==> src/common/memq_pkg.sv <==
// memq_pkg: shared widths, config register map, control bit positions, config reset values
`default_nettype none

package memq_pkg;

    // request address width, top level default
    localparam int addr_w = 8;

    // configuration port widths
    localparam int cfg_addr_w = 2;
    localparam int cfg_data_w = 8;

    // register map
    localparam logic [cfg_addr_w-1:0] reg_ctrl  = 2'd0;  // enable, read priority
    localparam logic [cfg_addr_w-1:0] reg_age   = 2'd1;  // write age limit, 0 = off
    localparam logic [cfg_addr_w-1:0] reg_stall = 2'd2;  // hazard stall count, read only
    localparam logic [cfg_addr_w-1:0] reg_occ   = 2'd3;  // queue occupancy, read only

    // control register bits
    localparam int ctrl_en_bit      = 0;  // issue enable
    localparam int ctrl_rdfirst_bit = 1;  // 1 = reads first, 0 = writes first

    // reset values of the writable registers
    // enable and reads first set out of reset
    localparam logic [cfg_data_w-1:0] rst_ctrl = 8'h03;
    // no age limit after reset
    localparam logic [cfg_data_w-1:0] rst_age  = 8'h00;

endpackage

`default_nettype wire

==> src/common/sched_cfg_if.sv <==
// sched_cfg_if: controls and status between the config block and the scheduler, two modports
`timescale 1ns/1ps
`default_nettype none

interface sched_cfg_if #(
    parameter int DEPTH = 4,
    localparam int CNT_W = $clog2(DEPTH + 1)
);

    // controls, driven by the config registers
    logic                            sched_en;    // issue enable
    logic                            read_first;  // read priority mode
    logic [memq_pkg::cfg_data_w-1:0] age_limit;   // max consecutive read bypasses

    // status, driven by the scheduler
    logic                            stall_pulse; // one cycle per hazard-held granted edge
    logic [CNT_W-1:0]                rd_count;    // read queue occupancy
    logic [CNT_W-1:0]                wr_count;    // write queue occupancy

    modport cfg_side (
        output sched_en, read_first, age_limit,
        input  stall_pulse, rd_count, wr_count
    );

    modport sched_side (
        input  sched_en, read_first, age_limit,
        output stall_pulse, rd_count, wr_count
    );

endinterface

`default_nettype wire

==> src/sched/request_fifo.sv <==
// request_fifo: circular request queue with occupancy count, head output and per-slot view
`timescale 1ns/1ps
`default_nettype none

module request_fifo #(
    parameter int ADDR_W = memq_pkg::addr_w,
    parameter int DEPTH  = 4,
    localparam int PTR_W = $clog2(DEPTH),
    localparam int CNT_W = $clog2(DEPTH + 1)
) (
    input  logic              clkin,
    input  logic              rst_n,
    input  logic              push,                 // enqueue push_addr at tail
    input  logic [ADDR_W-1:0] push_addr,
    input  logic              pop,                  // dequeue head, only when not empty
    output logic [ADDR_W-1:0] head_addr,            // oldest entry
    output logic [CNT_W-1:0]  count,                // occupancy 0..DEPTH
    output logic [DEPTH-1:0]  entry_valid,          // slot holds a queued request
    output logic [ADDR_W-1:0] entry_addr [DEPTH]    // slot contents for the hazard scan
);

    logic [ADDR_W-1:0] mem [DEPTH];   // address storage, no reset
    logic [PTR_W-1:0]  head;          // next slot to leave
    logic [PTR_W-1:0]  tail;          // next slot to fill
    logic [DEPTH-1:0]  slot_vld;

    // storage, write side only
    always_ff @(posedge clkin) begin
        if (push) begin
            mem[tail] <= push_addr;
        end
    end

    // pointers, count and slot flags
    // DEPTH is a power of two so the pointers wrap on their own
    always_ff @(posedge clkin) begin
        if (!rst_n) begin
            head     <= '0;
            tail     <= '0;
            count    <= '0;
            slot_vld <= '0;
        end else begin
            if (pop) begin
                head           <= head + 1'b1;
                slot_vld[head] <= 1'b0;      // freed slot
            end
            if (push) begin
                tail           <= tail + 1'b1;
                slot_vld[tail] <= 1'b1;      // credits keep tail off a live head
            end
            case ({push, pop})
                2'b10:   count <= count + 1'b1;
                2'b01:   count <= count - 1'b1;
                default: count <= count;     // both or neither, occupancy unchanged
            endcase
        end
    end

    assign head_addr   = mem[head];
    assign entry_valid = slot_vld;
    assign entry_addr  = mem;

endmodule

`default_nettype wire

==> src/sched/addr_hazard.sv <==
// addr_hazard: read head address against every valid write slot, raises hazard on a match
`timescale 1ns/1ps
`default_nettype none

module addr_hazard #(
    parameter int ADDR_W = memq_pkg::addr_w,
    parameter int DEPTH  = 4
) (
    input  logic [ADDR_W-1:0] rd_head_addr,          // oldest read
    input  logic              rd_nonempty,           // read head is meaningful
    input  logic [DEPTH-1:0]  wr_entry_valid,        // live write slots
    input  logic [ADDR_W-1:0] wr_entry_addr [DEPTH], // write slot addresses
    output logic              hazard                 // read head must wait
);

    logic [DEPTH-1:0] slot_hit;

    // per-slot compare
    // any live write slot with the read head's address blocks it
    always_comb begin
        for (int i = 0; i < DEPTH; i++) begin
            slot_hit[i] = wr_entry_valid[i] && (wr_entry_addr[i] == rd_head_addr);
        end
    end

    // combinational so a freshly issued write clears the hold at once
    // and a stale match never lets a read slip through
    assign hazard = rd_nonempty && (|slot_hit);

endmodule

`default_nettype wire

==> src/sched/issue_sched.sv <==
// issue_sched: both queues, hazard check, issue choice, credit pulses, bypass and stall tracking
`timescale 1ns/1ps
`default_nettype none

module issue_sched #(
    parameter int ADDR_W = memq_pkg::addr_w,
    parameter int DEPTH  = 4,
    localparam int CNT_W = $clog2(DEPTH + 1)
) (
    input  logic                   clkin,
    input  logic                   rst_n,
    input  logic                   in_valid,     // upstream request, credit already spent
    input  logic                   in_read,      // 1 = read, 0 = write
    input  logic [ADDR_W-1:0]      in_addr,
    input  logic                   bus_gnt_raw,  // sampled every edge
    sched_cfg_if.sched_side        cfg,
    output logic                   out_valid,    // one cycle per issue
    output logic                   out_is_read,
    output logic [ADDR_W-1:0]      out_addr,
    output logic                   rd_credit,    // returns one read credit
    output logic                   wr_credit     // returns one write credit
);

    localparam logic [memq_pkg::cfg_data_w-1:0] byp_max = '1;

    logic                            gnt_q;         // registered grant
    logic                            rd_push, wr_push;
    logic                            rd_pop, wr_pop;
    logic [ADDR_W-1:0]               rd_head, wr_head;
    logic [CNT_W-1:0]                rd_cnt, wr_cnt;
    logic [DEPTH-1:0]                wr_vld;
    logic [ADDR_W-1:0]               wr_addrs [DEPTH];
    logic                            rd_nonempty, wr_nonempty;
    logic                            hazard;
    logic                            age_force;     // too many reads jumped the writes
    logic                            rd_elig, wr_elig;
    logic [memq_pkg::cfg_data_w-1:0] byp_cnt;       // consecutive read bypasses

    // steer arriving requests by class
    assign rd_push = in_valid && in_read;
    assign wr_push = in_valid && !in_read;

    // read slots need no scan
    request_fifo #(.ADDR_W(ADDR_W), .DEPTH(DEPTH)) rd_q (
        .clkin       (clkin),
        .rst_n       (rst_n),
        .push        (rd_push),
        .push_addr   (in_addr),
        .pop         (rd_pop),
        .head_addr   (rd_head),
        .count       (rd_cnt),
        .entry_valid (),
        .entry_addr  ()
    );

    request_fifo #(.ADDR_W(ADDR_W), .DEPTH(DEPTH)) wr_q (
        .clkin       (clkin),
        .rst_n       (rst_n),
        .push        (wr_push),
        .push_addr   (in_addr),
        .pop         (wr_pop),
        .head_addr   (wr_head),
        .count       (wr_cnt),
        .entry_valid (wr_vld),
        .entry_addr  (wr_addrs)
    );

    assign rd_nonempty = (rd_cnt != '0);
    assign wr_nonempty = (wr_cnt != '0);

    addr_hazard #(.ADDR_W(ADDR_W), .DEPTH(DEPTH)) u_hazard (
        .rd_head_addr   (rd_head),
        .rd_nonempty    (rd_nonempty),
        .wr_entry_valid (wr_vld),
        .wr_entry_addr  (wr_addrs),
        .hazard         (hazard)
    );

    // issue choice from the registered queue state
    // same-edge enqueues show up one edge later
    assign age_force = (cfg.age_limit != '0) && wr_nonempty && (byp_cnt == cfg.age_limit);
    assign rd_elig   = cfg.sched_en && rd_nonempty && !hazard && !age_force
                       && (cfg.read_first || !wr_nonempty);
    assign wr_elig   = cfg.sched_en && wr_nonempty && !rd_elig;

    // pops only on a granted edge
    assign rd_pop = gnt_q && rd_elig;
    assign wr_pop = gnt_q && wr_elig;

    // grant, issue outputs, credits, bypass count, stall pulse
    always_ff @(posedge clkin) begin
        if (!rst_n) begin
            gnt_q           <= 1'b0;
            out_valid       <= 1'b0;
            out_is_read     <= 1'b0;
            rd_credit       <= 1'b0;
            wr_credit       <= 1'b0;
            byp_cnt         <= '0;
            cfg.stall_pulse <= 1'b0;
        end else begin
            gnt_q       <= bus_gnt_raw;
            out_valid   <= rd_pop || wr_pop;
            out_is_read <= rd_pop;
            rd_credit   <= rd_pop;      // freed read slot goes back upstream
            wr_credit   <= wr_pop;
            if (wr_pop) begin
                byp_cnt <= '0;          // any write ends the bypass run
            end else if (rd_pop && wr_nonempty && byp_cnt != byp_max) begin
                byp_cnt <= byp_cnt + 1'b1;
            end
            // read head held by a write to the same address on a granted edge
            cfg.stall_pulse <= gnt_q && cfg.sched_en && hazard;
        end
    end

    // issued address, payload only
    always_ff @(posedge clkin) begin
        if (rd_pop) begin
            out_addr <= rd_head;
        end else if (wr_pop) begin
            out_addr <= wr_head;
        end
    end

    // occupancy status to the config block
    assign cfg.rd_count = rd_cnt;
    assign cfg.wr_count = wr_cnt;

endmodule

`default_nettype wire

==> src/sched/sched_cfg.sv <==
// sched_cfg: control and age registers, saturating stall counter, occupancy readback, config port
`timescale 1ns/1ps
`default_nettype none

module sched_cfg (
    input  logic                            clkin,
    input  logic                            rst_n,
    input  logic                            cfg_wr,     // write strobe, takes effect this edge
    input  logic [memq_pkg::cfg_addr_w-1:0] cfg_addr,
    input  logic [memq_pkg::cfg_data_w-1:0] cfg_wdata,
    output logic [memq_pkg::cfg_data_w-1:0] cfg_rdata,  // combinational readback
    sched_cfg_if.cfg_side                   cfg
);

    localparam logic [memq_pkg::cfg_data_w-1:0] stall_max = '1;

    logic [memq_pkg::cfg_data_w-1:0] ctrl_q;     // enable and priority bits
    logic [memq_pkg::cfg_data_w-1:0] age_q;      // write age limit
    logic [memq_pkg::cfg_data_w-1:0] stall_cnt;  // hazard stalls seen
    logic [memq_pkg::cfg_data_w-1:0] occ;        // {wr count, rd count}

    // writable registers
    always_ff @(posedge clkin) begin
        if (!rst_n) begin
            ctrl_q <= memq_pkg::rst_ctrl;
            age_q  <= memq_pkg::rst_age;
        end else if (cfg_wr) begin
            case (cfg_addr)
                memq_pkg::reg_ctrl: ctrl_q <= cfg_wdata;
                memq_pkg::reg_age:  age_q  <= cfg_wdata;
                default: ;                     // stall and occupancy are read only
            endcase
        end
    end

    // stall counter, sticks at the top
    always_ff @(posedge clkin) begin
        if (!rst_n) begin
            stall_cnt <= '0;
        end else if (cfg.stall_pulse && stall_cnt != stall_max) begin
            stall_cnt <= stall_cnt + 1'b1;
        end
    end

    // occupancy nibbles
    assign occ = {4'(cfg.wr_count), 4'(cfg.rd_count)};

    // readback mux
    always_comb begin
        case (cfg_addr)
            memq_pkg::reg_ctrl:  cfg_rdata = ctrl_q;
            memq_pkg::reg_age:   cfg_rdata = age_q;
            memq_pkg::reg_stall: cfg_rdata = stall_cnt;
            default:             cfg_rdata = occ;   // reg_occ
        endcase
    end

    // controls out to the scheduler
    assign cfg.sched_en   = ctrl_q[memq_pkg::ctrl_en_bit];
    assign cfg.read_first = ctrl_q[memq_pkg::ctrl_rdfirst_bit];
    assign cfg.age_limit  = age_q;

endmodule

`default_nettype wire

==> src/design/memq_top.sv <==
// memq_top: RTL top with the request scheduler, its config block and the link between them
`timescale 1ns/1ps
`default_nettype none

module memq_top #(
    parameter int ADDR_W = memq_pkg::addr_w,
    parameter int DEPTH  = 4                  // power of two
) (
    input  logic                            clkin,
    input  logic                            rst_n,
    // upstream requests, credit based
    input  logic                            in_valid,
    input  logic                            in_read,
    input  logic [ADDR_W-1:0]               in_addr,
    output logic                            rd_credit,
    output logic                            wr_credit,
    // bus side
    input  logic                            bus_gnt_raw,
    output logic                            out_valid,
    output logic                            out_is_read,
    output logic [ADDR_W-1:0]               out_addr,
    // config port
    input  logic                            cfg_wr,
    input  logic [memq_pkg::cfg_addr_w-1:0] cfg_addr,
    input  logic [memq_pkg::cfg_data_w-1:0] cfg_wdata,
    output logic [memq_pkg::cfg_data_w-1:0] cfg_rdata
);

    // controls down, status up
    sched_cfg_if #(.DEPTH(DEPTH)) cfg_bus ();

    sched_cfg u_cfg (
        .clkin     (clkin),
        .rst_n     (rst_n),
        .cfg_wr    (cfg_wr),
        .cfg_addr  (cfg_addr),
        .cfg_wdata (cfg_wdata),
        .cfg_rdata (cfg_rdata),
        .cfg       (cfg_bus.cfg_side)
    );

    issue_sched #(.ADDR_W(ADDR_W), .DEPTH(DEPTH)) u_sched (
        .clkin       (clkin),
        .rst_n       (rst_n),
        .in_valid    (in_valid),
        .in_read     (in_read),
        .in_addr     (in_addr),
        .bus_gnt_raw (bus_gnt_raw),
        .cfg         (cfg_bus.sched_side),
        .out_valid   (out_valid),
        .out_is_read (out_is_read),
        .out_addr    (out_addr),
        .rd_credit   (rd_credit),
        .wr_credit   (wr_credit)
    );

endmodule

`default_nettype wire

==> config.mk <==
export PLATFORM = sky130hd
export DESIGN_NAME = memq_top
export DESIGN_NICKNAME = d
export VERILOG_FILES = /design/src/common/memq_pkg.sv /design/src/common/sched_cfg_if.sv /design/src/sched/request_fifo.sv /design/src/sched/addr_hazard.sv /design/src/sched/issue_sched.sv /design/src/sched/sched_cfg.sv /design/src/design/memq_top.sv
export SDC_FILE = /design/constraint.sdc
export NUM_CORES = 1
export LEC_CHECK = 0
export BUFFER_PORTS_ARGS = -buffer_cell sky130_fd_sc_hd__clkbuf_2
export CAP_MARGIN = 5
export CORE_MARGIN = 3
export CORE_UTILIZATION = 30
export CTS_CLUSTER_SIZE = 28
export DETAILED_ROUTE_END_ITERATION = 6
export PLACE_DENSITY = 0.56
export REMOVE_ABC_BUFFERS = 1
export SKIP_CTS_REPAIR_TIMING = 1
export SKIP_LAST_GASP = 1
export SLEW_MARGIN = 20
export SYNTH_ARGS = -nofsm -noshare
export SYNTH_HDL_FRONTEND = slang
export SYNTH_HIERARCHICAL = 1
export SYNTH_SLANG_ARGS = --single-unit
==> constraint.sdc <==
create_clock -name clkin -period 4.4 [get_ports clkin]
set_input_delay 0.44 -clock clkin [delete_from_list [all_inputs] [get_ports clkin]]
set_output_delay 0.44 -clock clkin [all_outputs]
set_load 0.005 [all_outputs]
# Word level (Yosys, flattened, before mapping)
# Index checks and enable logic that the tools add are counted.
# W data, S select, Z words.
# word_totals
word_cells	134
reg_bits	127
output_inout_bits	20
inputBits	24
# op_classes
addsub	10
magnitude_cmp	10
n_mux	24
reduce_logical	44
eq_ne	13
bitwise_logic	8
# op_table
cell	n
$bwmux W32	2
$mux W8	8
$eq A8 B8 Y1	5
$bmux W8 S2	2
$demux W8 S2	2
$logic_and A1 B1 Y1	26
$pmux W8 S3	1
$add A8 B1 Y8 const B	2
$ne A8 B8 Y1 const B	2
$ge A3 B3 Y1 const B	4
$mux W4	3
$not A2 Y3	4
$pmux W3 S2	2
$add A2 B1 Y2 const B	4
$reduce_bool A8 Y1	1
$add A3 B1 Y3 const B	2
$eq A2 B1 Y1 const B	3
$eq A2 B2 Y1 const B	3
$lt A2 B3 Y1 const B	2
$lt A3 B1 Y1 const B	2
$reduce_bool A2 Y1	3
$reduce_bool A3 Y1	2
$sub A3 B1 Y3 const B	2
$logic_not A1 Y1	5
12 further kinds	17

# Logic depth before layout (Yosys ltp)
# depth
depth_word	19
ltp_mapped	17
mapped_depth_nobuf	15

# By module
# Netlist, hierarchy kept.
# by_module_without_submodules
mod	cells_each	seq_area_each_um2	area_per_inst_um2	n_inst
request_fifo	97	1181.1	1739.2	2
sched_cfg	112	480.5	1197.4	1
issue_sched	108	500.5	1134.8	1
addr_hazard	45	0.0	369.1	1

# Worst setup path after synthesis
# Ideal clock, no wire load.
# synth_timing
path_kind	reg2reg
from	register u_sched.rd_q.head[0]
to	register u_sched.rd_q.count[2]
setup_ns	0.070
synth_period_minus_slack_ns	3.843
n_path_buf	2
arrival_time_ns	3.773
t_required_ns	4.330
stages_incl_launch_ff	18
slack_ns	0.557
cell_sequence	dfxtp_1 > buf_6 > mux4_2 > xor2_1 > nor4_1 > nand3_1 > o41ai_2 > o31a_1 > nand2b_4 > nor3_1 > nand3_1 > buf_4 > inv_1 > ha_1 > fa_1 > xnor2_1 > or3_1 > a21boi_1
# synth_via
elab_chain_cells	15
word_cells_on_any_way	23
classes_between	eq/ne (6); mux (4); bitwise (1); reduce/logical (12)
# synth_lines
element	line	rtl
start: declaration	request_fifo.sv:23	logic [PTR_W-1:0] head;
start signal: assignment	request_fifo.sv:44	head <= head + 1'b1;
$not A2 Y3 (not written as such) *	request_fifo.sv:59	assign head_addr = mem[head];
$bmux W8 S2 *	request_fifo.sv:59	
$mux W8 (not written as such) * (2 in series)	request_fifo.sv:59	
via u_sched.rd_head[3]	issue_sched.sv:29	logic [ADDR_W-1:0] rd_head, wr_head;
$eq A8 B8 Y1	addr_hazard.sv:22	slot_hit[i] = wr_entry_valid[i] && (wr_entry_addr[i] == rd_head_addr);
$logic_and A1 B1 Y1	addr_hazard.sv:22	
$reduce_or A4 Y1 *	addr_hazard.sv:28	assign hazard = rd_nonempty && (|slot_hit);
$logic_and A1 B1 Y1 *	addr_hazard.sv:28	
via u_sched.hazard	issue_sched.sv:34	logic hazard;
$logic_not A1 Y1 *	issue_sched.sv:82	assign rd_elig = cfg.sched_en && rd_nonempty && !hazard && !age_force
$logic_and A1 B1 Y1 * (2 in series)	issue_sched.sv:82	
$logic_and A1 B1 Y1 *	issue_sched.sv:83	&& (cfg.read_first || !wr_nonempty);
$logic_and A1 B1 Y1 *	issue_sched.sv:87	assign rd_pop = gnt_q && rd_elig;
via u_sched.rd_pop	issue_sched.sv:28	logic rd_pop, wr_pop;
$eq A2 B1 Y1 or $eq A2 B2 Y1 (tied branches)	request_fifo.sv:51	case ({push, pop})
$pmux W3 S2 or $reduce_bool A2 Y1 (tied branches)	--	
end signal: assignment	request_fifo.sv:52	2'b10: count <= count + 1'b1;
end signal: assignment	request_fifo.sv:53	2'b01: count <= count - 1'b1;
end signal: assignment	request_fifo.sv:54	default: count <= count;
end: declaration	request_fifo.sv:17	output logic [CNT_W-1:0] count,
# Mark *: on every way through the listed nets, which the timed path passes. The rest lies on a longest branch. The select of a mux whose other input is x is not followed.
# A chain may end at the register's enable or synchronous reset.

# Worst setup path after layout
# Ends and elaborated chain as after synthesis.

==> metrics.md <==
| Metric | Value |
|---|---|
| Outcome | complete, no violations |
| Hold path start | bus_gnt_raw |
| Syn-to-layout area delta | 17.6% |
| CTS root buf | clkbuf_16 |
| I/O Buffers | 43 |
| Initial drt markers | between 200 and 300 |
| Post-DP Area | ~0.0065 mm² |
| Initial antenna violation count | 0 |
| Relative slew slack | 0.502 |
| Vias | around 3700 |
| Crit path kind | flip-flop to flip-flop |
| Final-layout fill cell count | roughly 1900 |
| Crit path launch type | flip-flop |
| Largest net degree at the start of global routing | 32 |
| Routed Wire Length | ~12000 µm |
| Tcrit/Tclk final | 0.922 |
| FF-to-FF path depth | 15 |
| Syn. warnings | 6 |
| Mapped Avg Cell Area | around 14 µm² |
| Total power | 3010 µW |
| Htree depth | 4 |
| Drt first pass iters | 4 |
| Hold slack final | roughly 250 ps |
| Worst-skew pair later-pin latency | ~420 ps |
| Final Hold Viols | 0 |
| CTS tree | done |
| Leak pwr | about 0.0027 µW |
| Top-level I/O count | 44 |
| Residual DRC | 0 |
| Via density per instance | just under 5 |
| Clock buffer depth | 2 |
| DR WL/cell | 16.2 µm |
| Routed Antenna Nets | 0 |
| Crit end category | flip-flop |
| Starting Density | 0.306 |
| Inserted Diodes | 0 |
| Cells after Synth | about 440 |
| Power Density | ~430 mW/mm² |
| Vias in the first global route | 3891 |
| TritonCTS buffer count | 17 |
| NumNets Final | between 500 and 600 |
| CP required | approximately 4700 ps |
| RSZ-0062 raised after global routing | no |
| Crit path max fanout | 7 |
| Synth Cell Area | roughly 0.006 mm² |
| Setup TNS | 0 ps |
| # rows | a little over 50 |
| Worst setup startpoint | u_sched/rd_q/head[0] |
| Max-slew violations | 0 |
| Core ar. | approximately 0.02 mm² |
| First-pass GRT wire length | 20800 µm |
| Worst Hold Class | input pin to flip-flop |
| Fmax | 0.246 GHz |
| Total die area | 0.0217 mm² |
| # setup viols final | 0 |
| Hold path cells | 2 |
| Gpl congestion | approximately 0.8 |
| Worst reg2reg path startpoint | u_sched/rd_q/head[0] |
| Max-cap violations | 0 |
| Slew @ Worst Pin | ~750 ps |
| Die Height | between 100 and 150 µm |
| GRT Overall Usage | 0.122 |
| WP data arrival | 4400 ps |
| Peak VDD IR | ~0.19 mV |
| Post-route design area | roughly 0.007 mm² |
| Ratio of cells with drive above 1 in the final layout | 0.219 |
| Sequential cell area | between 0.003 and 0.004 mm² |
| Clock skew | 12.1 ps |
| Final HPWL DP | ~9000 µm |
| Area of the multi-input gates | ~0.0026 mm² |
| Clock transition at the registers of the reported paths | roughly 60 ps |
| CTS sink count | around 130 |
| Final min period | ~4100 ps |
| Die width | about 150 µm |
| Overflow after GRT | 0 |
[critical path, cell delays in order (launching register included)]
cell and delay, ps:
dfxtp_2 450, mux4_2 630, xor2_1 200, nor4_1 410, nand3_1 170, o41ai_2 240
o31a_1 190, nand2b_4 150, nor3_1 70, nand3_1 150, inv_1 110, ha_1 230
fa_1 390, xnor2_1 150, or3_1 310, a21boi_1 140
[registers in the layout, indices dropped and copies added, names as in the netlist, 2 cells and up]
signal	count
u_cfg/cfg.age_limit	8
u_cfg/ctrl_q	8
u_cfg/stall_cnt	8
u_sched/byp_cnt	8
u_sched/out_addr	8
u_sched/rd_q/count	3
u_sched/rd_q/entry_addr	32
u_sched/rd_q/head	2
u_sched/rd_q/tail	2
u_sched/wr_q/count	3
u_sched/wr_q/entry_addr	32
u_sched/wr_q/entry_valid	4
u_sched/wr_q/head	2
u_sched/wr_q/tail	2
[routing by layer]
metal	wire, µm	part of all wire	up-vias	GRT usage
li1	-	-	1779	-
met1	5650	0.45	1852	0.154
met2	6240	0.50	62	0.202
met3	369	0.030	16	0.0282
met4	223	0.018	0	0.0499
met5	0	0	-	0
[through the flow]
stage / instances / setup WS [ps] / utilization
2_1_floorplan: 428 / 330 / -
3_3_place_gp: 740 / 436 / 0.329
3_5_place_dp: 740 / 244 / 0.329
4_1_cts: 772 / 212 / 0.360
5_1_grt: 772 / 47.1 / 0.360
6_report: 772 / 343 / 0.360
[placed cells by master (no fill, tap or decap), types with 10 or more instances in the layout]
master	count
and2_1	19
clkbuf_16	17
clkbuf_2	43
dfxtp_1	54
edfxtp_1	72
ha_1	17
inv_1	14
mux2i_1	26
mux4_2	16
nand2_1	13
nor2_1	18
nor4_1	10
xor2_1	40
[worst paths after layout]
path | to | slack [ps]
worst max register to register | u_sched/rd_q/count[2] | 340
worst max-delay path | u_sched/rd_q/count[2] | 340
worst min register to register | u_cfg/ctrl_q[5] | 490
worst min-delay path | u_sched/gnt_q | 250
[where the power goes]
| group | switching, µW | total, µW | internal [µW] | leakage [µW] |
|---|---|---|---|---|
| logic | 133 | 243 | 110 | 0.00126 |
| clock network | 539 | 1440 | 899 | 0.000296 |
| registers | 33.3 | 1330 | 1300 | 0.00110 |
[area by class of cell]
| cell class | count | share of cell area |
|---|---|---|
| Sequential cell | 127 | 0.462 |
| Clock buffer | 17 | 0.0603 |
| Clock inverter | 15 | 0.0259 |
| Timing Repair Buffer | 47 | 0.0347 |
| Inverter | 16 | 0.00851 |
| Multi-Input combinational cell | 285 | 0.361 |
| Tap cell | 265 | 0.0470 |
Note: power is estimated with default switching activity, not from simulation.
